File: src/logic/exec_pkg.sv
// Fixed RV64 widths with 32 registers; opcode codes above OP_SRA are never executed.
`default_nettype none

package exec_pkg;

    // ----------------------------------------------------------------------
    // Widths.
    // ----------------------------------------------------------------------
    localparam int XLEN       = 64;
    localparam int REG_ADDR_W = 5;
    localparam int REG_COUNT  = 32;
    localparam int SHAMT_W    = 6;

    // Opcodes; values 10 to 15 are unused.
    typedef enum logic [3:0] {
        OP_ADD  = 4'd0,
        OP_SUB  = 4'd1,
        OP_AND  = 4'd2,
        OP_OR   = 4'd3,
        OP_XOR  = 4'd4,
        OP_SLT  = 4'd5,
        OP_SLTU = 4'd6,
        OP_SLL  = 4'd7,
        OP_SRL  = 4'd8,
        OP_SRA  = 4'd9
    } exec_op_e;

    // ----------------------------------------------------------------------
    // Structs passed between the blocks.
    // ----------------------------------------------------------------------

    // Command word, low 19 bits of a bus write.
    typedef struct packed {
        exec_op_e              op;
        logic [REG_ADDR_W-1:0] rd;
        logic [REG_ADDR_W-1:0] rs1;
        logic [REG_ADDR_W-1:0] rs2;
    } exec_cmd_t;

    typedef struct packed {
        logic                  valid;
        exec_op_e              op;
        logic [REG_ADDR_W-1:0] rd;
        logic [XLEN-1:0]       a;
        logic [XLEN-1:0]       b;
    } issue_t;

    typedef struct packed {
        logic                  valid;
        logic [REG_ADDR_W-1:0] rd;
        logic [XLEN-1:0]       value;
    } unit_result_t;

    typedef struct packed {
        logic                  en;
        logic [REG_ADDR_W-1:0] addr;
        logic [XLEN-1:0]       data;
    } reg_write_t;

endpackage

`default_nettype wire

File: src/logic/register_file.sv
// One write port and two combinational reads; a read in the write cycle sees the old value.
`default_nettype none
`timescale 1ns/1ps

module register_file
    import exec_pkg::*;
(
    input  wire logic                  clk,
    input  wire logic                  arstn,

    // Write port.
    input  wire reg_write_t            i_wr,

    // Read ports.
    input  wire logic [REG_ADDR_W-1:0] i_raddr_a,
    input  wire logic [REG_ADDR_W-1:0] i_raddr_b,
    output logic      [XLEN-1:0]       o_rdata_a,
    output logic      [XLEN-1:0]       o_rdata_b
);

    // ----------------------------------------------------------------------
    // Storage.
    // ----------------------------------------------------------------------
    logic [XLEN-1:0] regs [REG_COUNT];

    // x0 is never written, so it keeps its reset value of zero.
    always_ff @(posedge clk or negedge arstn) begin
        if (!arstn) begin
            for (int i = 0; i < REG_COUNT; i++) begin
                regs[i] <= '0;
            end
        end else if (i_wr.en && (i_wr.addr != '0)) begin
            regs[i_wr.addr] <= i_wr.data;
        end
    end

    // ----------------------------------------------------------------------
    // Reads.
    // ----------------------------------------------------------------------
    assign o_rdata_a = regs[i_raddr_a];
    assign o_rdata_b = regs[i_raddr_b];

endmodule

`default_nettype wire

File: config.mk
export PLATFORM = sky130hd
export DESIGN_NAME = register_file
export DESIGN_NICKNAME = d
export VERILOG_FILES = /design/src/logic/exec_pkg.sv /design/src/logic/register_file.sv
export SDC_FILE = /design/constraint.sdc
export NUM_CORES = 2
export LEC_CHECK = 0
export BUFFER_PORTS_ARGS = -buffer_cell sky130_fd_sc_hd__buf_4
export CAP_MARGIN = 30
export CORE_AREA = 2 2 603 605
export DETAILED_ROUTE_END_ITERATION = 8
export DIE_AREA = 0 0 605 607
export PLACE_DENSITY = 0.55
export REMOVE_ABC_BUFFERS = 1
export SLEW_MARGIN = 25
export SYNTH_ARGS = -nofsm -noshare
export SYNTH_HDL_FRONTEND = slang
export SYNTH_SLANG_ARGS = --single-unit
export TNS_END_PERCENT = 1
File: constraint.sdc
create_clock -name clk -period 4.1 [get_ports clk]
set_clock_uncertainty 0.1 [all_clocks]
set_input_delay 0.82 -clock clk [delete_from_list [all_inputs] [get_ports clk]]
set_output_delay 0.82 -clock clk [all_outputs]
set_load 0.02 [all_outputs]
==> key figures <==
Run status
  • Run status: completed

STA
  • Minimum setup slack in the final design: 0.03836 ns
  • Tcrit/Tclk final: 0.9906
  • Max-slew violation count: 0
  • Worst slew pin tran: 1.039 ns
  • Hold Fails Final Rpt: 0
  • Post-route minimum period: 4.062 ns
  • Max_slew headroom: 0.3075
  • Max frequency: between 200 and 250 MHz
  • Final number of setup-violating endpoints: 0
  • RSZ-0062 raised after global routing: yes

Routing
  • Routed len/inst: 31.18 um
  • Drt pass-1 iters: 7
  • Antenna violation net count after detailed routing: 0
  • Total routed wirelength: 362,000 um
  • Vias per cell: 5.555
  • Post-route DRC: 0
  • Total via count after detailed routing: 64,473
  • Starting DRT DRC Count: approximately 4,900

Die
  • Initial core utilization: 0.2985
  • Die outline area: 0.3672 sq mm
  • Count of pins on the block boundary: 210
  • Core Region: about 0.36 sq mm
  • Number of core rows: between 200 and 250
  • Width of the die: 605 um
  • Die extent in y: 607 um

Critical path
  • Worst reg2reg endpoint: regs[755]
  • Buf+Inv Stages, Crit Path: 4
  • Data required time of the worst path: 3.18 ns
  • Worst R2R Start: regs[755]
  • Cell family with the largest share of critical-path delay: multiplexers
  • Startpoint-to-endpoint class of the critical path: in -> out
  • Startpoint class of the critical path: input port
  • Max stage delay on crit path: between 0.5 and 0.6 ns
  • Library cell contributing the largest single delay on the critical path: mux4_2
  • Worst endpoint data arrival time: 3.14 ns
  • Ordered list of cells on the worst path: buf_8 -> buf_12 -> buf_12 -> mux4_2 -> mux4_2 -> mux2_2 -> buf_4
  • Number of cells traversed by the worst register-to-register path: 1
  • Largest driver fanout on the critical path: 20
  • Endpoint class of the critical path: output port
  • FF-to-FF setup slack: 3.19 ns

Worst hold path
  • Path category of the worst min-delay check: reg -> reg
  • End point of the worst hold path: regs[2003]
  • Hold Crit Depth: 0
  • Hold Path Origin: regs[2003]

GRT
  • Number of global-route vias before repair: 69,577
  • Grt total ovfl: 0
  • Initial antenna violation count: 29
  • GR Util All Layers: 0.1963
  • First-pass GRT wire length: 524,200 um
  • Largest net degree at the start of global routing: 122

Power and ir drop
  • Part of the power in the clock network: 0.340
  • Total chip power: 61.01 mW
  • Part of the power in combinational logic: 0.218
  • Leakage Power: 53.26 nW
  • Internal power consumption: 44.35 mW
  • Maximum VDD drop: ~0.32 mV
  • Sw frac: 0.2731
  • Relative contribution of sequential cells to total power: 0.442
  • Power Density: 485.7 mW/mm^2
  • Switching power of the nets: around 17 mW

Clocking
  • Root Buffer Master: clkbuf_16
  • Clock network latency to the later pin of the worst-skew pair: approximately 0.90 ns
  • Max Root-Sink Buffers: 4
  • Number of post-CTS setup repair buffers: 0
  • CTS buffer count: 223
  • CTS clock-pin slew for the worst setup and hold paths: approximately 0.06 ns
  • CTS H-tree depth: 4
  • CTS tree: done
  • CTS sink count: 2,048

Place
  • Setup WS pre-CTS: -0.004121 ns
  • Routability-driven placement congestion ratio: roughly 0.79
  • Number of buffers added on ports: 209
  • HPWL after DPL: 223,300 um

Cells and area
  • Register with the highest flop count: regs
  • Multi-input gate area: 0.05343 sq mm
  • Most frequent standard cell in the layout excluding fill and tap cells: mux2_2
  • Fill cells: ~34,000
  • Biggest regs: regs: 2048 flops
  • Layout overhead on the synthesized area: 16.62%
  • Area taken by flip-flops and latches: 0.05125 sq mm
  • Final cell utilization of the core: 0.3481
  • Flip-flop count of the largest register after layout: 2,048
  • Layout cell share with drive strength beyond 1: 0.6423
  • Final nets: 6,706
  • Most frequent cells in the layout: 2,151 x mux2_2, 2,048 x dfrtp_1, 1,145 x mux4_2

Logic synthesis
  • Number of warnings reported in the yosys synthesis log: 0
  • Portion of synthesized cell area occupied by the leading cell type: 0.4758
  • FF+latch count, synth: 2,048
  • Sequential fraction of the synthesis area: 0.4758
  • Count of unique library cells instantiated by Yosys: 30
  • Synthesized instance count: 6,512
  • Mapped cell area: 0.1077 sq mm
  • Cell taking the most area after synthesis: dfrtp_1
  • Mapped Avg Cell Area: 16.54 sq um
  • Most area-consuming cells after synthesis: dfrtp_1 48%, mux4_2 24%, mux2_2 22%

Job
  • Number of maximum-capacitance constraint violations: 0
==> metrics by stage <==
stage / setup TNS [ns] / cells / hold slack [ns] / cell area (sq um)
floorplan: -330.52 / 5739 / 0.2653 / 104400
global placement: -0.9063 / 11190 / 0.2764 / 118000
detailed placement: -0.006313 / 11192 / 0.2833 / 118100
CTS: 0 / 11596 / 0.2384 / 125500
global route: -0.05511 / 11604 / 0.3009 / 125600
finish: 0 / 11607 / 0.2940 / 125600
==> layer usage <==
layer,up-vias,GRT usage,wire length (um)
met1,36094,0.2529,150000
li1,25803,-,-
met4,22,0.07336,14080
met3,640,0.03333,18850
met2,1914,0.3309,178900
met5,-,0,141
==> worst max path at each step <==
stage | start | slack, ns | cells past startpoint | to
floorplan | i_wr[69] | -0.49 | 4 | regs[768]
global placement | i_raddr_b[1] | -0.19 | 5 | o_rdata_b[59]
detailed placement | i_raddr_a[0] | -0.004 | 9 | o_rdata_a[59]
CTS | i_raddr_a[0] | 0.001 | 7 | o_rdata_a[31]
global route | i_raddr_a[0] | -0.02 | 9 | o_rdata_a[21]
finish | i_raddr_a[0] | 0.04 | 7 | o_rdata_a[7]
==> power groups by stage <==
stage	clock network, mW	logic, mW	registers (mW)
6_report	20.8	13.3	26.9
5_1_grt	22.1	14.2	27.4
4_1_cts	21.3	13.5	26.8
3_5_place_dp	0	13.5	27.2
3_3_place_gp	0	13.2	26.9
2_1_floorplan	0	9.05	26.1
==> area by class of cell <==
type | count | area share
antenna | 11 | 0.0002191
clock buffer | 322 | 0.05290
clock inverter | 81 | 0.006445
inverter | 1 | 0.00004981
multi-input combinational | 3690 | 0.4253
sequential | 2048 | 0.4080
tap | 4794 | 0.04775
timing repair buffer | 660 | 0.05929
==> kinds of logic after synthesis <==
kind of cell | synth area share
multiplexers | 0.4777
AND/OR/NAND/NOR | 0.004449
buffers and inverters | 0.03080
AO/OA/AOI/OAI | 0.01121
flip-flops | 0.4758
==> Yosys cell counts (all sizes together) <==
cell and instances:
dfrtp 2048, nor2 27, mux4 1145, a211o 9, nor2b 20, mux2 2151, mux2i 144, clkbuf 487
nand3 6, nand4 2, buf 286, nand2 20, and3 6, a221oi 34, and2 3, a21oi 9
o22ai 60, o31ai 3, a211oi 3, o22a 3, nand2b 5, a22o 9, a221o 26, nor3 4
inv 1, nor3b 1
==> what timing repair did <==
action | CTS | global route
hold buffers | 1 | 0
gates resized for setup | 2 | 7
hold endpoints to repair | 57 | 0
endpoints found under the setup margin | 3 | 13
(Power assumes the default switching activity.)
