--- src/logic/exec_pkg.sv ---
// Fixed RV64 widths with 32 registers; opcode codes above OP_SRA are never executed.
`default_nettype none

package exec_pkg;

    // ----------------------------------------------------------------------
    // Widths.
    // ----------------------------------------------------------------------
    localparam int XLEN       = 64;
    localparam int REG_ADDR_W = 5;
    localparam int REG_COUNT  = 32;
    localparam int SHAMT_W    = 6;

    // Opcodes; values 10 to 15 are unused.
    typedef enum logic [3:0] {
        OP_ADD  = 4'd0,
        OP_SUB  = 4'd1,
        OP_AND  = 4'd2,
        OP_OR   = 4'd3,
        OP_XOR  = 4'd4,
        OP_SLT  = 4'd5,
        OP_SLTU = 4'd6,
        OP_SLL  = 4'd7,
        OP_SRL  = 4'd8,
        OP_SRA  = 4'd9
    } exec_op_e;

    // ----------------------------------------------------------------------
    // Structs passed between the blocks.
    // ----------------------------------------------------------------------

    // Command word, low 19 bits of a bus write.
    typedef struct packed {
        exec_op_e              op;
        logic [REG_ADDR_W-1:0] rd;
        logic [REG_ADDR_W-1:0] rs1;
        logic [REG_ADDR_W-1:0] rs2;
    } exec_cmd_t;

    typedef struct packed {
        logic                  valid;
        exec_op_e              op;
        logic [REG_ADDR_W-1:0] rd;
        logic [XLEN-1:0]       a;
        logic [XLEN-1:0]       b;
    } issue_t;

    typedef struct packed {
        logic                  valid;
        logic [REG_ADDR_W-1:0] rd;
        logic [XLEN-1:0]       value;
    } unit_result_t;

    typedef struct packed {
        logic                  en;
        logic [REG_ADDR_W-1:0] addr;
        logic [XLEN-1:0]       data;
    } reg_write_t;

endpackage

`default_nettype wire

--- src/logic/bus_pkg.sv ---
// Wishbone classic with word addresses only; no select lines, err, retry or tags.
`default_nettype none

package bus_pkg;

    // ----------------------------------------------------------------------
    // Bus widths and address map.
    // ----------------------------------------------------------------------
    localparam int WB_ADR_W = 6;
    localparam int WB_DAT_W = 64;

    // Addresses 0 to 31 are x0 to x31.
    localparam logic [WB_ADR_W-1:0] ADR_CMD = 6'd32;

    // Master to slave.
    typedef struct packed {
        logic                cyc;
        logic                stb;
        logic                we;
        logic [WB_ADR_W-1:0] adr;
        logic [WB_DAT_W-1:0] dat;
    } wb_req_t;

    // Slave to master.
    typedef struct packed {
        logic                ack;
        logic [WB_DAT_W-1:0] dat;
    } wb_rsp_t;

endpackage

`default_nettype wire

--- src/logic/wb_cmd_slave.sv ---
// One access at a time; unmapped accesses and unknown opcodes are acked with no effect.
`default_nettype none
`timescale 1ns/1ps

module wb_cmd_slave
    import exec_pkg::*, bus_pkg::*;
(
    input  wire logic                  clk,
    input  wire logic                  arstn,

    // Wishbone slave port.
    input  wire wb_req_t               i_wb,
    output wb_rsp_t                    o_wb,

    // Register file read ports.
    output logic      [REG_ADDR_W-1:0] o_raddr_a,
    output logic      [REG_ADDR_W-1:0] o_raddr_b,
    input  wire logic [XLEN-1:0]       i_rdata_a,
    input  wire logic [XLEN-1:0]       i_rdata_b,

    // To the units and the writeback.
    output issue_t                     o_issue,
    output reg_write_t                 o_load,
    input  wire logic                  i_done
);

    typedef enum logic [1:0] {
        ST_IDLE,
        ST_BUSY,
        ST_ACK
    } state_e;

    state_e          state_q;
    logic [XLEN-1:0] rd_data_q;
    exec_cmd_t       cmd;
    logic            req;
    logic            is_reg;
    logic            is_cmd;
    logic            cmd_legal;

    // ----------------------------------------------------------------------
    // Decode.
    // ----------------------------------------------------------------------
    assign cmd       = exec_cmd_t'(i_wb.dat[$bits(exec_cmd_t)-1:0]);
    assign req       = i_wb.cyc && i_wb.stb;
    assign is_reg    = i_wb.adr < WB_ADR_W'(REG_COUNT);
    assign is_cmd    = i_wb.adr == ADR_CMD;
    assign cmd_legal = cmd.op <= OP_SRA;

    // Port a serves host reads as well as rs1.
    assign o_raddr_a = i_wb.we ? cmd.rs1 : i_wb.adr[REG_ADDR_W-1:0];
    assign o_raddr_b = cmd.rs2;

    // ----------------------------------------------------------------------
    // FSM.
    // ----------------------------------------------------------------------
    always_ff @(posedge clk or negedge arstn) begin
        if (!arstn) begin
            state_q   <= ST_IDLE;
            rd_data_q <= '0;
            o_issue   <= '0;
            o_load    <= '0;
        end else begin
            // Issue and load are single-cycle pulses.
            o_issue.valid <= 1'b0;
            o_load.en     <= 1'b0;
            case (state_q)
                ST_IDLE: begin
                    if (req) begin
                        if (!i_wb.we) begin
                            rd_data_q <= is_reg ? i_rdata_a : '0;
                            state_q   <= ST_ACK;
                        end else if (is_reg) begin
                            o_load  <= '{en: 1'b1, addr: i_wb.adr[REG_ADDR_W-1:0],
                                         data: i_wb.dat};
                            state_q <= ST_BUSY;
                        end else if (is_cmd && cmd_legal) begin
                            o_issue <= '{valid: 1'b1, op: cmd.op, rd: cmd.rd,
                                         a: i_rdata_a, b: i_rdata_b};
                            state_q <= ST_BUSY;
                        end else begin
                            state_q <= ST_ACK;
                        end
                    end
                end
                ST_BUSY: begin
                    if (i_done) begin
                        state_q <= ST_IDLE;
                    end
                end
                default: state_q <= ST_IDLE;
            endcase
        end
    end

    // Reads ack from ST_ACK, writes ack on the writeback done.
    always_comb begin
        o_wb.ack = (state_q == ST_ACK) || ((state_q == ST_BUSY) && i_done);
        o_wb.dat = rd_data_q;
    end

endmodule

`default_nettype wire

--- config.mk ---
export PLATFORM = sky130hd
export DESIGN_NAME = wb_cmd_slave
export DESIGN_NICKNAME = d
export VERILOG_FILES = /design/src/logic/exec_pkg.sv /design/src/logic/bus_pkg.sv /design/src/logic/wb_cmd_slave.sv
export SDC_FILE = /design/constraint.sdc
export NUM_CORES = 1
export LEC_CHECK = 0
export ABC_AREA = 0
export ABC_CLOCK_PERIOD_IN_PS = 2400
export BUFFER_PORTS_ARGS = -buffer_cell sky130_fd_sc_hd__buf_2
export CAP_MARGIN = 5
export CORE_AREA = 2 2 189 191
export CTS_BUF_LIST = sky130_fd_sc_hd__clkbuf_4 sky130_fd_sc_hd__clkbuf_8
export DETAILED_ROUTE_END_ITERATION = 8
export DIE_AREA = 0 0 191 193
export PLACE_DENSITY_LB_ADDON = 0.1
export SLEW_MARGIN = 40
export SYNTH_ARGS = -nofsm -noshare
export SYNTH_HDL_FRONTEND = slang
export SYNTH_SLANG_ARGS = --single-unit
--- constraint.sdc ---
create_clock -name clk -period 2.4 [get_ports clk]
set_input_delay 0.48 -clock clk [delete_from_list [all_inputs] [get_ports clk]]
set_output_delay 0.48 -clock clk [all_outputs]
set_load 0.05 [all_outputs]
==> impl.org <==
** Clock tree
- CTS tree :: built
- Post-CTS timing repair inserted 0 buffers for setup.
- Clock root buffer :: sky130_fd_sc_hd__clkbuf_8
- In this run, post-CTS repair resized a total of 0 instances.
- Total number of clock tree sinks :: 274
- Number of H-tree levels :: 2
- Maximum buffer depth of the clock tree :: 3
- Insertion delay to the later sink of the worst-skew pair :: 0.57 ns
- Worst-path clk slew :: 0.06 ns
- Cts hold-fix bufs :: 1
- Counting the buffers created by CTS gives 49.

** Timing
- Static timing analysis puts the maximum clock frequency at 495.0 MHz.
- Setup repair after global routing left no endpoint under its margin.
- After layout, the minimum clock period comes to 2.020 ns.
- Number of pins with negative max-slew slack in the final report :: 0
- Final clock period utilization by the worst path :: 84.18%
- Setup skew after layout :: 0.01142 ns
- Final number of setup-violating endpoints :: 0
- Slew Limit Headroom :: 46.35%
- On the final layout, the worst hold slack is 0.1155 ns.
- Setup total negative slack on the finished layout was measured at 0 ns.
- At the pin with the least slew margin, the transition time is 0.8048 ns.
- Final Hold Viols :: 0

** Pwr
- IR drop worst, VDD :: 0.0004713 V
- Static leakage :: 9.021 nW
- Dividing total power by cell area gives a power density of 906.3 nW/um2.
- Total power after layout :: 0.01404 W

** Floorplanning
- The die covers 36860 um2.
- The floorplan has 69 rows.
- Core Box Area :: 34960 um2
- Initial Utilization :: 32.98%
- The die is 193 um tall.
- 487 I/O pins were placed.
- The floorplan step set the die width to 191 um.

** Drt
- After detailed routing, the number of remaining DRC violations is 0.
- Summed over all layers, the routed wires come to 33.64 mm.
- In this run, the number of DRC markers left after iteration 0 of detailed routing was 329.
- Antenna Violating Nets Remaining :: 0
- Summing over every cut layer, the via total after detailed routing is 7970.
- Via-to-Cell Ratio :: 4.544
- The first detailed-routing pass took 4 iterations.
- Post-detailed-route wirelength per cell :: 19.18 um

** Logic synthesis
- Post-synthesis instance total :: 758
- Sequential elements use 59.46% of the synthesized area.
- Count of distinct cell types in the synthesized netlist :: 26
- After Yosys synthesis, and, or, nand and nor cells account for 0.8246% of the synthesized area.
- Adder-cell share of the synthesized area :: 0%
- By area, the combinational part of the netlist is dominated by multiplexers.
- Summing the areas of all compound-gate instances in the mapped netlist gives 7.757% of the synthesized area.
- Post-synthesis mux area share :: 26.16%
- In this run, synthesis produced a sequential element count of 274.
- A synthesized cell averages 15.21 um2.
- After synthesis the cells add up to 11530 um2.
- Of the total synthesized cell area, the portion taken by XOR and XNOR cells is 0%.
- When the netlist entered floorplanning its net count stood at 962.
- Count of yosys warnings during synthesis :: 0

** Global route
- Global routing consumed, over all layers together, 17.55% of the routing resources.
- Wire length of the first global-routing pass :: 49.67 mm
- Pin count of the biggest net entering global routing :: 130
- The number of antenna violations at the first check in global routing came to 6.
- Overall overflow remaining after global route :: 0
- Vias in the first global route :: 8044

** Setup path
- R2r endpoint :: o_issue[77]
- The worst setup path is launched from a flop.
- Walking the worst path, the cells encountered are mux2i_1, buf_2.
- Data arrival at the endpoint of the critical path :: 1.54 ns
- Critical Path RT :: 1.92 ns
- In this run the worst path has a maximum fanout of 4.
- Path depth of the worst reg2reg path :: 4
- Among all stages on the critical path, the largest delay is contributed by sky130_fd_sc_hd__dfrtp_1.
- The worst setup path is of the reg2out kind.
- Endpoint type of the worst setup path :: primary output
- In this design, the stage delay of the slowest critical-path cell is 0.39 ns.
- Critical Path Start :: state_q[1]
- Reg2Reg Launch Point :: state_q[0]
- In this run the register-to-register setup slack is 0.48 ns.

** Layout
- Final standard cell utilization of the core :: 44.32%
- The final layout contains 1458 nets.
- Area growth from synthesis to final layout :: 34.37%
- Share of final-layout standard cells stronger than drive strength 1 :: 61.29%
- Storage element area :: 6857 um2
- Area of combinational cells with multiple inputs :: 4034 um2
- Fillers :: 3323

** Placement
- The wire-length estimate of the detail-placed layout is 23.71 mm.
- Routability-driven placement finished with a final weighted congestion of 0.7465.
- Port bufs :: 486

** Min path
- In this run the most critical hold path is launched from i_rdata_b[56].
- Path class of the lowest-slack min-delay path :: in2reg
- Hold path depth :: 2
- The path with the worst hold slack has its endpoint at o_issue[56].

** Run
- Across the run, the number of max-cap violations was 0.

** Outcome
- Result of the run :: completed
-- synthesized netlist by cell type --
| cell | instances | area share, % |
|---|---|---|
| sky130_fd_sc_hd__nand2_1 | 1 | 0.033 |
| sky130_fd_sc_hd__nand3_1 | 1 | 0.043 |
| sky130_fd_sc_hd__o21ai_1 | 1 | 0.043 |
| sky130_fd_sc_hd__o41ai_1 | 64 | 4.9 |
| sky130_fd_sc_hd__buf_6 | 21 | 2.1 |
| sky130_fd_sc_hd__nor3b_1 | 1 | 0.065 |
| sky130_fd_sc_hd__and4bb_2 | 1 | 0.11 |
| sky130_fd_sc_hd__buf_1 | 1 | 0.033 |
| sky130_fd_sc_hd__mux2_4 | 168 | 22 |
| sky130_fd_sc_hd__buf_2 | 4 | 0.17 |
| sky130_fd_sc_hd__mux2_2 | 24 | 2.3 |
| sky130_fd_sc_hd__o21ai_0 | 64 | 2.8 |
| sky130_fd_sc_hd__buf_4 | 5 | 0.33 |
| sky130_fd_sc_hd__or2_1 | 1 | 0.054 |
| sky130_fd_sc_hd__mux2_1 | 19 | 1.9 |
| sky130_fd_sc_hd__nand4_2 | 1 | 0.11 |
| sky130_fd_sc_hd__dfrtp_1 | 274 | 59 |
| sky130_fd_sc_hd__o221ai_1 | 1 | 0.076 |
| sky130_fd_sc_hd__and3_1 | 1 | 0.054 |
| sky130_fd_sc_hd__and4bb_1 | 1 | 0.11 |
| sky130_fd_sc_hd__nor3_1 | 1 | 0.043 |
| sky130_fd_sc_hd__nand4bb_1 | 1 | 0.098 |
| sky130_fd_sc_hd__clkbuf_1 | 33 | 1.1 |
| sky130_fd_sc_hd__mux2i_1 | 1 | 0.087 |
| sky130_fd_sc_hd__nand2b_1 | 2 | 0.11 |
| sky130_fd_sc_hd__inv_1 | 66 | 2.1 |
-- cell type report --
class                   instances  area share (%)
flip-flops and latches        274           44.25
repair buffers                509           17.71
diodes                          4         0.06459
multi-input cells             354           26.03
clock inverters                 3         0.09689
clock buffers                  83           6.524
inverters                      66           1.599
well taps                     461           3.722
-- sequential cells by signal (all words and copies together) (netlist names) --
signal / flops
o_issue: 138
o_load: 70
rd_data_q: 64
state_q: 2
-- critical path: cells and delay by family, from the launching register on --
kind,cells,cell delay [ns]
DFF,1,0.39
buffers and inverters,1,0.34
muxes,1,0.24
-- cells in the final DEF (no fill, tap or decap), drive strengths merged --
cell type and count:
nand4bb 1, clkbuf 83, o41ai 64, and3 1
or2 1, dfrtp 274, nand4 1, clkinv 3
dlygate4sd3 1, mux2 211, and4bb 2, nand3 1
nor3 1, o221ai 1, o21ai 65, mux2i 1
inv 66, nand2 1, nor3b 1, buf 508
diode 4, nand2b 2
-- layer usage --
layer	global-route usage, %	vias up	wire length [um]
met5	0	-	29
met3	6.100	49	2902
met1	21.70	3909	13740
met2	28.86	312	16350
li1	-	3694	-
met4	5.546	6	627
-- kinds of logic (layout without fill, tap and decap cells) --
kind of cell,Yosys count,count (layout)
AO/OA/AOI/OAI,130,130
AND/OR/NAND/NOR,12,12
flip-flops,274,274
buffers and inverters,130,661
other,0,4
multiplexers,212,212
-- through the flow --
stage,area [um2],setup slack [ns],instances
after global routing,15490,0.2321,1752
final,15500,0.3797,1754
after CTS,15490,0.2894,1750
after floorplan,11530,0.3005,758
after detailed placement,14450,0.2187,1663
after global placement,14450,0.2336,1663
-- power breakdown --
part | internal (W) | switching [W] | leakage (nW)
Sequential | 0.00519 | 0.000282 | 3.63
Clock | 0.00263 | 0.00188 | 0.554
Combinational | 0.00115 | 0.00292 | 4.84
Total | 0.00897 | 0.00508 | 9.02
-- how the worst max path moves through the flow --
stage | endpoint
after floorplan | o_raddr_a[2]
after global placement | o_issue[73]
after detailed placement | o_issue[77]
after CTS | o_wb[64]
after global routing | o_wb[64]
final | o_wb[64]
Power figures use the tool's default switching activity.
