File: src/logic/exec_pkg.sv
// Fixed RV64 widths with 32 registers; opcode codes above OP_SRA are never executed.
`default_nettype none

package exec_pkg;

    // ----------------------------------------------------------------------
    // Widths.
    // ----------------------------------------------------------------------
    localparam int XLEN       = 64;
    localparam int REG_ADDR_W = 5;
    localparam int REG_COUNT  = 32;
    localparam int SHAMT_W    = 6;

    // Opcodes; values 10 to 15 are unused.
    typedef enum logic [3:0] {
        OP_ADD  = 4'd0,
        OP_SUB  = 4'd1,
        OP_AND  = 4'd2,
        OP_OR   = 4'd3,
        OP_XOR  = 4'd4,
        OP_SLT  = 4'd5,
        OP_SLTU = 4'd6,
        OP_SLL  = 4'd7,
        OP_SRL  = 4'd8,
        OP_SRA  = 4'd9
    } exec_op_e;

    // ----------------------------------------------------------------------
    // Structs passed between the blocks.
    // ----------------------------------------------------------------------

    // Command word, low 19 bits of a bus write.
    typedef struct packed {
        exec_op_e              op;
        logic [REG_ADDR_W-1:0] rd;
        logic [REG_ADDR_W-1:0] rs1;
        logic [REG_ADDR_W-1:0] rs2;
    } exec_cmd_t;

    typedef struct packed {
        logic                  valid;
        exec_op_e              op;
        logic [REG_ADDR_W-1:0] rd;
        logic [XLEN-1:0]       a;
        logic [XLEN-1:0]       b;
    } issue_t;

    typedef struct packed {
        logic                  valid;
        logic [REG_ADDR_W-1:0] rd;
        logic [XLEN-1:0]       value;
    } unit_result_t;

    typedef struct packed {
        logic                  en;
        logic [REG_ADDR_W-1:0] addr;
        logic [XLEN-1:0]       data;
    } reg_write_t;

endpackage

`default_nettype wire

File: src/logic/writeback_merge.sv
// Assumes at most one source is valid per cycle; a host load wins any overlap.
`default_nettype none
`timescale 1ns/1ps

module writeback_merge
    import exec_pkg::*;
(
    input  wire logic         clk,
    input  wire logic         arstn,

    // Write sources.
    input  wire unit_result_t i_arith,
    input  wire unit_result_t i_shift,
    input  wire reg_write_t   i_load,

    // Register file write port and completion.
    output reg_write_t        o_wr,
    output logic              o_done
);

    logic done_q;

    // ----------------------------------------------------------------------
    // Source select.
    // ----------------------------------------------------------------------
    always_comb begin
        if (i_load.en) begin
            o_wr = i_load;
        end else if (i_arith.valid) begin
            o_wr = '{en: 1'b1, addr: i_arith.rd, data: i_arith.value};
        end else if (i_shift.valid) begin
            o_wr = '{en: 1'b1, addr: i_shift.rd, data: i_shift.value};
        end else begin
            o_wr = '0;
        end
    end

    // ----------------------------------------------------------------------
    // Completion.
    // ----------------------------------------------------------------------

    // Done rises on the edge that commits the write.
    always_ff @(posedge clk or negedge arstn) begin
        if (!arstn) begin
            done_q <= 1'b0;
        end else begin
            done_q <= o_wr.en;
        end
    end

    assign o_done = done_q;

endmodule

`default_nettype wire

File: config.mk
export PLATFORM = sky130hd
export DESIGN_NAME = writeback_merge
export DESIGN_NICKNAME = d
export VERILOG_FILES = /design/src/logic/exec_pkg.sv /design/src/logic/writeback_merge.sv
export SDC_FILE = /design/constraint.sdc
export NUM_CORES = 1
export LEC_CHECK = 0
export BUFFER_PORTS_ARGS = -buffer_cell sky130_fd_sc_hd__clkbuf_2
export CAP_MARGIN = 15
export CELL_PAD_IN_SITES_DETAIL_PLACEMENT = 0
export CELL_PAD_IN_SITES_GLOBAL_PLACEMENT = 1
export CORE_AREA = 2 2 110 112
export CTS_CLUSTER_DIAMETER = 200
export DETAILED_ROUTE_END_ITERATION = 10
export DIE_AREA = 0 0 112 114
export GPL_TIMING_DRIVEN = 0
export PLACE_DENSITY_LB_ADDON = 0.1
export RECOVER_POWER = 100
export SETUP_SLACK_MARGIN = 0.02
export SYNTH_ARGS = -nofsm -noshare
export SYNTH_HDL_FRONTEND = slang
export SYNTH_SLANG_ARGS = --single-unit
File: constraint.sdc
create_clock -name clk -period 1.1 [get_ports clk]
set_input_delay 0 -clock clk [delete_from_list [all_inputs] [get_ports clk]]
set_output_delay 0 -clock clk [all_outputs]
set_load 0.01 [all_outputs]
==> summary.md, run 1 <==
| Metric | Value |
|---|---|
| RSZ-0062 raised after global routing | no |
| Final setup margin | 0.1709 ns |
| Number of diodes | 0 |
| Share of layout cells above drive strength 1 | 0.4346 |
| Fin. Hold Viols | 0 |
| Avg WL per Cell | 14.58 um |
| Netlist cell types | 11 |
| Grt total ovfl | 0 |
| Vias | 3307 |
| Setup_tns | 0 ns |
| Yosys top cell by area | a21oi_1 |
| CP Capture Type | primary output |
| Number of synthesized register bits | 1 |
| Die height | 114 um |
| Reg clk slew, reported paths | 0 ns |
| Worst slack, placed | 0.1524 ns |
| Die extent in x | 112 um |
| Ys flop type | dfrtp_1 |
| Post-Route WL | 10830 um |
| Detail Route Antenna Nets | 0 |
| Avg Cell Area, Syn | 6.113 sq um |
| Most common library cells after synthesis | 132 x a21oi_1, 69 x nand3b_1, 69 x nor2b_1, 18 x buf_2, 15 x buf_4 |
| 1st-iter DRT viols | 192 |
| Post-Syn Nets | 528 |
| # port buffers | 279 |
| Max-Cap Viols | 0 |
| Startpoint types | input pin |
| CP max FO | 10 |
| Critical path type | input pin to primary output |
| Post-cts repair resize count | 0 |
| Tightest Pin Transition | 0.3599 ns |
| Critical path's slowest cell | or3_1 |
| Fillers | 1404 |
| Yosys warnings | 0 |
| Seq/Total Area, Yosys | 0.01295 |
| Final net count | 810 |
| Final period util | 0.8447 |
| Min cycle time layout | 0.9291 ns |
| Cells after Synth | 316 |
| Worst path arrival time | 0.93 ns |
| Top cell type's share of synthesized area | 0.3420 |
| Area grow syn2layout | 77.72% |
| HPWL after DPL | 8951 um |
| Worst hold slack | 0.3167 ns |
| Starting density of the core | 0.1650 |
| Peak VDD IR | 130.2 uV |
| Post-synth EDFFs | 0 |
| Vias/cell | 4.451 |
| WP data required | 1.10 ns |
| Initial antenna violation count | 0 |
| DRC Markers | 0 |
| All-Layer GR Usage | 0.1492 |
| Finish-stage setup viols | 0 |
| Routability cong. | 0.8060 |
| Post-Syn Area | 1932 sq um |
| Ordered cell list for the critical path | buf_2 -> clkbuf_2 -> or3_1 -> clkbuf_1 |
| Most common cell in the netlist | a21oi_1 |
| Core area | 11710 sq um |
| Die footprint | 12770 sq um |
| Max-slew violation count | 0 |
| I/O pin total | 283 |
| Largest net degree at the start of global routing | 11 |
| LEAKAGE | 0.001615 uW |
| Row count | 40 |
| Max reg flops | 1 |
| First-pass DRT Iterations | 5 |
| Share of synthesized registers carrying an async set or reset | 1.000 |
| Relative slew margins | 0.7601 |
| Hold WC Path Type | input pin to async pin |
| Highest clock rate | 1076 MHz |
| First-pass GRT wire length | 15810 um |
| PD cells | 405.3 nW/um^2 |
| Status | completed |
| Synth top area cells | a21oi_1 34%, nand3b_1 27%, nor2b_1 22% |
| Max incr delay on CP | 0.40 ns |
| Vias in the first global route | 3204 |
cells by family after synthesis:
logic type,count (synthesis),synth area share
compound gates,138,0.3692
simple gates,139,0.4948
flops,1,0.01295
buf+inv,38,0.1231
where the power goes:
group,total (uW),switching (uW),leakage [uW],internal [uW]
clock,0,0,0,0
sequential,39.2,0.352,0.00000953,38.8
combinational,1350,688,0.00161,664
total,1390,689,0.00162,703
routing by layer:
layer  up-vias  part of all wire  GRT usage
met5         -                 0          0
met4         0            0.0091    0.01626
met3         8             0.085    0.03188
met2       159              0.51     0.2958
met1      1459              0.39     0.1683
li1       1681                 -          -
final timing paths:
kind                             start               end  slack (ns)  cells past startpoint
max                        i_shift[69]          o_wr[69]        0.17                      4
min                              arstn  o_done$_DFF_PN0_        0.32                      2
max in group asynchronous        arstn  o_done$_DFF_PN0_        0.69                      2
min in group clk           i_shift[21]          o_wr[21]        0.32                      4
layout by cell type, fill, tap and decap left out, drive strengths merged:
master       Yosys  layout
clkbuf           3     289
a21oi          138     138
nand3b          69      69
nor2b           69      69
buf             35      28
or3              1       1
dlygate4sd3      0       1
dfrtp            1       1
through the flow:
step	util	total power, uW	std cells	instance area, sq um
2_1_floorplan	-	729.9	316	1932
3_3_place_gp	0.2999	1452	742	3512
3_5_place_dp	0.2999	1458	742	3512
4_1_cts	0.3007	1468	743	3522
5_1_grt	0.2932	1533	743	3433
6_report	0.2932	1392	743	3433
layout make-up:
| cell class | instances | area [sq um] | area share |
|---|---|---|---|
| tap | 147 | 183.9 | 0.05357 |
| multi-input combinational | 277 | 1665 | 0.4851 |
| buffer | 38 | 229.0 | 0.06669 |
| sequential | 1 | 25.02 | 0.007289 |
| timing repair buffer | 280 | 1330 | 0.3874 |
repair_timing:
item / 4_1_cts / 5_1_grt
hold endpoints to repair: 1 / 0
setup buffers: 0 / 0
hold buffers: 1 / 0
critical path, delay by kind of cell:
| family | cells | cell delay (ns) |
|---|---|---|
| buf+inv | 3 | 0.52 |
| simple gates | 1 | 0.40 |
Power figures use the tool's default switching activity.
==> run 2, diff against run 1 <==
--- a/config.mk
+++ b/config.mk
@@ -9,10 +9,10 @@
 export CAP_MARGIN = 15
 export CELL_PAD_IN_SITES_DETAIL_PLACEMENT = 0
 export CELL_PAD_IN_SITES_GLOBAL_PLACEMENT = 1
-export CORE_AREA = 2 2 110 112
+export CORE_ASPECT_RATIO = 1.25
+export CORE_UTILIZATION = 15
 export CTS_CLUSTER_DIAMETER = 200
 export DETAILED_ROUTE_END_ITERATION = 10
-export DIE_AREA = 0 0 112 114
 export GPL_TIMING_DRIVEN = 0
 export PLACE_DENSITY_LB_ADDON = 0.1
 export RECOVER_POWER = 100
==> constraint.sdc (replaced) <==
create_clock -name clk -period 0.8 [get_ports clk]
set_input_delay 0 -clock clk [delete_from_list [all_inputs] [get_ports clk]]
set_output_delay 0 -clock clk [all_outputs]
set_load 0.01 [all_outputs]
==> summary.md, run 2 (synthesis gave the netlist of run 1 again) <==
| Metric | Value |
|---|---|
| Max-Cap Viols | 0 |
| Hold WC Path Type | input pin to async pin |
| Max-slew violation count | 0 |
| Highest clock rate | 1304 MHz |
| # placed instances | 763 |
| Detail Route Antenna Nets | 0 |
| I/O pin total | 283 |
| Min cycle time layout | 0.7669 ns |
| CP Capture Type | primary output |
| Max incr delay on CP | 0.17 ns |
| HPWL after DPL | 9108 um |
| Vias/cell | 4.366 |
| # port buffers | 279 |
| Worst path arrival time | 0.77 ns |
| Final core utilization | 0.2936 |
| Most common cell after layout, fill and taps aside | clkbuf_2 |
| Initial antenna violation count | 0 |
| First-pass GRT wire length | 16770 um |
| Commonest cells after routing, fill and taps aside | 244 x clkbuf_2, 120 x a21oi_1, 69 x nand3b_1, 69 x nor2b_1, 25 x clkbuf_1 |
| Dpl cell area | 3543 sq um |
| Worst Path Buf+Inv | 3 |
| Finished Cell Area | 3701 sq um |
| Startpoint types | input pin |
| Grt total ovfl | 0 |
| Vias | 3344 |
| Reg clk slew, reported paths | 0 ns |
| All-Layer GR Usage | 0.1517 |
| Avg WL per Cell | 14.51 um |
| Peak VDD IR | 162.7 uV |
| Tightest Pin Transition | 0.3610 ns |
| Die height | 128.9 um |
| Crit path max-delay family | buffers and inverters |
| Final period util | 0.9587 |
| Fin. Hold Viols | 0 |
| Finish-stage setup viols | 0 |
| Area grow syn2layout | 91.58% |
| Final Power | 2081 uW |
| CP max FO | 10 |
| Row count | 46 |
| Critical path type | input pin to primary output |
| Starting density of the core | 0.1533 |
| Final net count | 812 |
| DRC Markers | 0 |
| LEAKAGE | 0.001783 uW |
| PD cells | 562.2 nW/um^2 |
| Max reg flops | 1 |
| Ordered cell list for the critical path | buf_6 -> buf_4 -> nand3b_1 -> a21oi_2 -> clkbuf_1 |
| Die footprint | 13340 sq um |
| First-pass DRT Iterations | 4 |
| Critical path's slowest cell | buf_4 |
| Die extent in x | 103.5 um |
| Core area | 12600 sq um |
| Non-filler instance count after layout | 766 |
| Status | completed |
| Number of diodes | 0 |
| Relative slew margins | 0.7593 |
| WP data required | 0.80 ns |
| RSZ-0062 raised after global routing | yes |
| 1st-iter DRT viols | 72 |
| Post-Route WL | 11120 um |
| Share of layout cells above drive strength 1 | 0.5234 |
| Vias in the first global route | 3286 |
| Largest net degree at the start of global routing | 11 |
| Routability cong. | 0.7990 |
-- run 2: changes by cell type in the layout (fill, tap and decap cells not counted), sizes merged --
| cell | delta |
|---|---|
| buf | +16 |
| clkbuf | -14 |
-- run 2: repair_timing --
item | CTS | global route
endpoints found under the hold margin | 1 | 0
endpoints found under the setup margin | 70 | 61
cloned | 1 | 0
resized for setup | 18 | 60
pin swaps | 0 | 3
hold buffers | 1 | 0
setup buffers | 1 | 0
-- run 2: layout make-up --
class / instances / area (sq um)
fill: 1483 / 8904
multi-input combinational: 277 / 1719
timing repair buffer: 282 / 1413
buffer: 38 / 334.1
tap: 168 / 210.2
sequential: 1 / 25.02
-- run 2: stage by stage --
step / setup WS (ns) / hold WS (ns) / TNS (ns)
4_1_cts: 0.006994 / 0.3193 / 0
5_1_grt: -0.01058 / 0.3355 / -0.01918
3_5_place_dp: -0.1703 / -0.2180 / -5.009
6_report: 0.03306 / 0.3128 / 0
3_3_place_gp: -0.2063 / -0.2250 / -4.940
2_1_floorplan: 0.02692 / -0.2956 / 0
-- run 2: worst paths after layout --
| path | startpoint | to | slack (ns) | cells past startpoint |
|---|---|---|---|---|
| min in group clk | i_shift[37] | o_wr[37] | 0.31 | 4 |
| max in group asynchronous | arstn | o_done$_DFF_PN0_ | 0.38 | 2 |
| min | arstn | o_done$_DFF_PN0_ | 0.31 | 2 |
| max | i_arith[69] | o_wr[50] | 0.03 | 5 |
-- run 2: layer usage --
metal	track usage	part of all wire	routed length, um
met1	0.1648	0.37	4167
met5	0	0	0
met2	0.3115	0.55	6096
met4	0.01705	0.012	132
met3	0.02634	0.065	719
-- run 2: power by group --
part	total (uW)	internal (uW)	switching (uW)	leakage [uW]
Combinational	2030	1050	981	0.00177
Sequential	54.3	53.4	0.835	0.00000953
Clock	0	0	0	0
Total	2080	1100	982	0.00178
==> run 3, diff against run 2 <==
--- a/config.mk
+++ b/config.mk
@@ -10,7 +10,8 @@
 export CELL_PAD_IN_SITES_DETAIL_PLACEMENT = 0
 export CELL_PAD_IN_SITES_GLOBAL_PLACEMENT = 1
 export CORE_ASPECT_RATIO = 1.25
-export CORE_UTILIZATION = 15
+export CORE_UTILIZATION = 16
+export CTS_BUF_LIST = sky130_fd_sc_hd__clkbuf_8
 export CTS_CLUSTER_DIAMETER = 200
 export DETAILED_ROUTE_END_ITERATION = 10
 export GPL_TIMING_DRIVEN = 0
==> summary.md, run 3 (synthesis gave the netlist of run 1 again) <==
| Metric | Value |
|---|---|
| Status | completed |
| All-Layer GR Usage | 0.1560 |
| First-pass GRT wire length | 15860 um |
| Die footprint | 12520 sq um |
| WP data required | 0.80 ns |
| Initial antenna violation count | 0 |
| Vias in the first global route | 3163 |
| Vias | 3327 |
| Ordered cell list for the critical path | buf_8 -> buf_4 -> nand3b_1 -> a21oi_1 -> clkbuf_1 |
| # port buffers | 279 |
| Post-Route WL | 10860 um |
| CP Capture Type | primary output |
| Avg WL per Cell | 14.27 um |
| Max incr delay on CP | 0.16 ns |
| Detail Route Antenna Nets | 0 |
| Tightest Pin Transition | 0.3548 ns |
| First-pass DRT Iterations | 4 |
| Max-slew violation count | 0 |
| Worst slack, placed | -0.1165 ns |
| Die extent in x | 100.3 um |
| Setup crit start | i_arith[69] |
| Max reg flops | 1 |
| Startpoint types | input pin |
| Starting density of the core | 0.1655 |
| 1st-iter DRT viols | 62 |
| Final setup margin | 0.05180 ns |
| Worst path arrival time | 0.75 ns |
| Highest clock rate | 1337 MHz |
| Row count | 44 |
| Vias/cell | 4.372 |
| RSZ-0062 raised after global routing | yes |
| Commonest cells after routing, fill and taps aside | 244 x clkbuf_2, 125 x a21oi_1, 69 x nand3b_1, 69 x nor2b_1, 33 x clkbuf_1 |
| Critical path's slowest cell | buf_4 |
| Peak VDD IR | 198.2 uV |
| Final period util | 0.9353 |
| Min cycle time layout | 0.7482 ns |
| HPWL after DPL | 8940 um |
| Grt total ovfl | 0 |
| Worst Hold Path EP | o_wr[22] |
| Critical path type | input pin to primary output |
| Die height | 124.9 um |
| LEAKAGE | 0.001776 uW |
| Finish-stage setup viols | 0 |
| Hold WC Path Type | input pin to primary output |
| Core area | 11670 sq um |
| Max-Cap Viols | 0 |
| Setup_tns | 0 ns |
| Relative slew margins | 0.7635 |
| Share of layout cells above drive strength 1 | 0.5033 |
| Final net count | 814 |
| Final core utilization | 0.3170 |
| Most common cell after layout, fill and taps aside | clkbuf_2 |
| WHS Path Cells | 4 |
| PD cells | 559.1 nW/um^2 |
| I/O pin total | 283 |
| Routability cong. | 0.8026 |
| CP max FO | 11 |
| Fin. Hold Viols | 0 |
| Min-delay src | i_shift[22] |
| Area grow syn2layout | 91.52% |
| Largest net degree at the start of global routing | 11 |
| Number of diodes | 0 |
| DRC Markers | 0 |
[run 3: cell types whose count changed in the layout (fill, tap and decap cells not counted), moves of 5 or more]
cell      before  now
buf_6         13   18
buf_2         14    8
clkbuf_1      25   33
clkbuf_4       6    1
a21oi_1      120  125
a21oi_2       18   13
[run 3: worst max-delay path: cells and delay by family]
family                 cells  cell delay (ns)
buffers and inverters      3             0.45
AND/OR/NAND/NOR            1             0.16
AO/OA/AOI/OAI              1             0.12
[run 3: where the power goes]
part	leakage (uW)	total (uW)	switching, uW	internal (uW)
Sequential	0.00000953	53.8	0.366	53.4
Combinational	0.00177	2010	973	1040
Clock	0	0	0	0
Total	0.00178	2070	973	1100
[run 3: cell type report]
class                   count  area [sq um]
repair buffers            284          1413
multi-input cells         277          1700
flip-flops and latches      1         25.02
well taps                 161         201.4
plain buffers              38         360.3
fillers                  1388          7971
[run 3: routing by layer]
| layer | track usage | vias to the layer above | part of all wire |
|---|---|---|---|
| met2 | 0.3078 | 165 | 0.53 |
| met4 | 0.01023 | 0 | 0.0080 |
| met1 | 0.1746 | 1461 | 0.39 |
| met3 | 0.03030 | 6 | 0.080 |
| met5 | 0 | - | 0 |
| li1 | - | 1695 | - |
[run 3: metrics by stage]
stage	area (sq um)	hold slack [ns]	std cells	power (uW)
floorplan	1937	-0.2956	316	1006
global placement	3535	-0.2250	756	1993
detailed placement	3535	-0.2222	756	2002
CTS	3593	0.3173	758	2044
global route	3700	0.3280	761	2261
finish	3700	0.3128	761	2069
[run 3: worst max path at each step]
stage,end,slack (ns),cells after the start
final,o_wr[55],0.05,5
after global routing,o_wr[19],0.004,5
after CTS,o_wr[44],0.02,5
after detailed placement,o_wr[44],-0.12,5
after global placement,o_wr[26],-0.11,5
after floorplan,o_done$_DFF_PN0_,0.03,3
[run 3: what timing repair did]
item / 4_1_cts / 5_1_grt
hold buffers: 1 / 0
pin swaps: 0 / 3
endpoints found under the hold margin: 1 / 0
gates resized for setup: 14 / 52
buffers inserted: 1 / 1
gates cloned: 0 / 2
setup endpoints to repair: 65 / 59
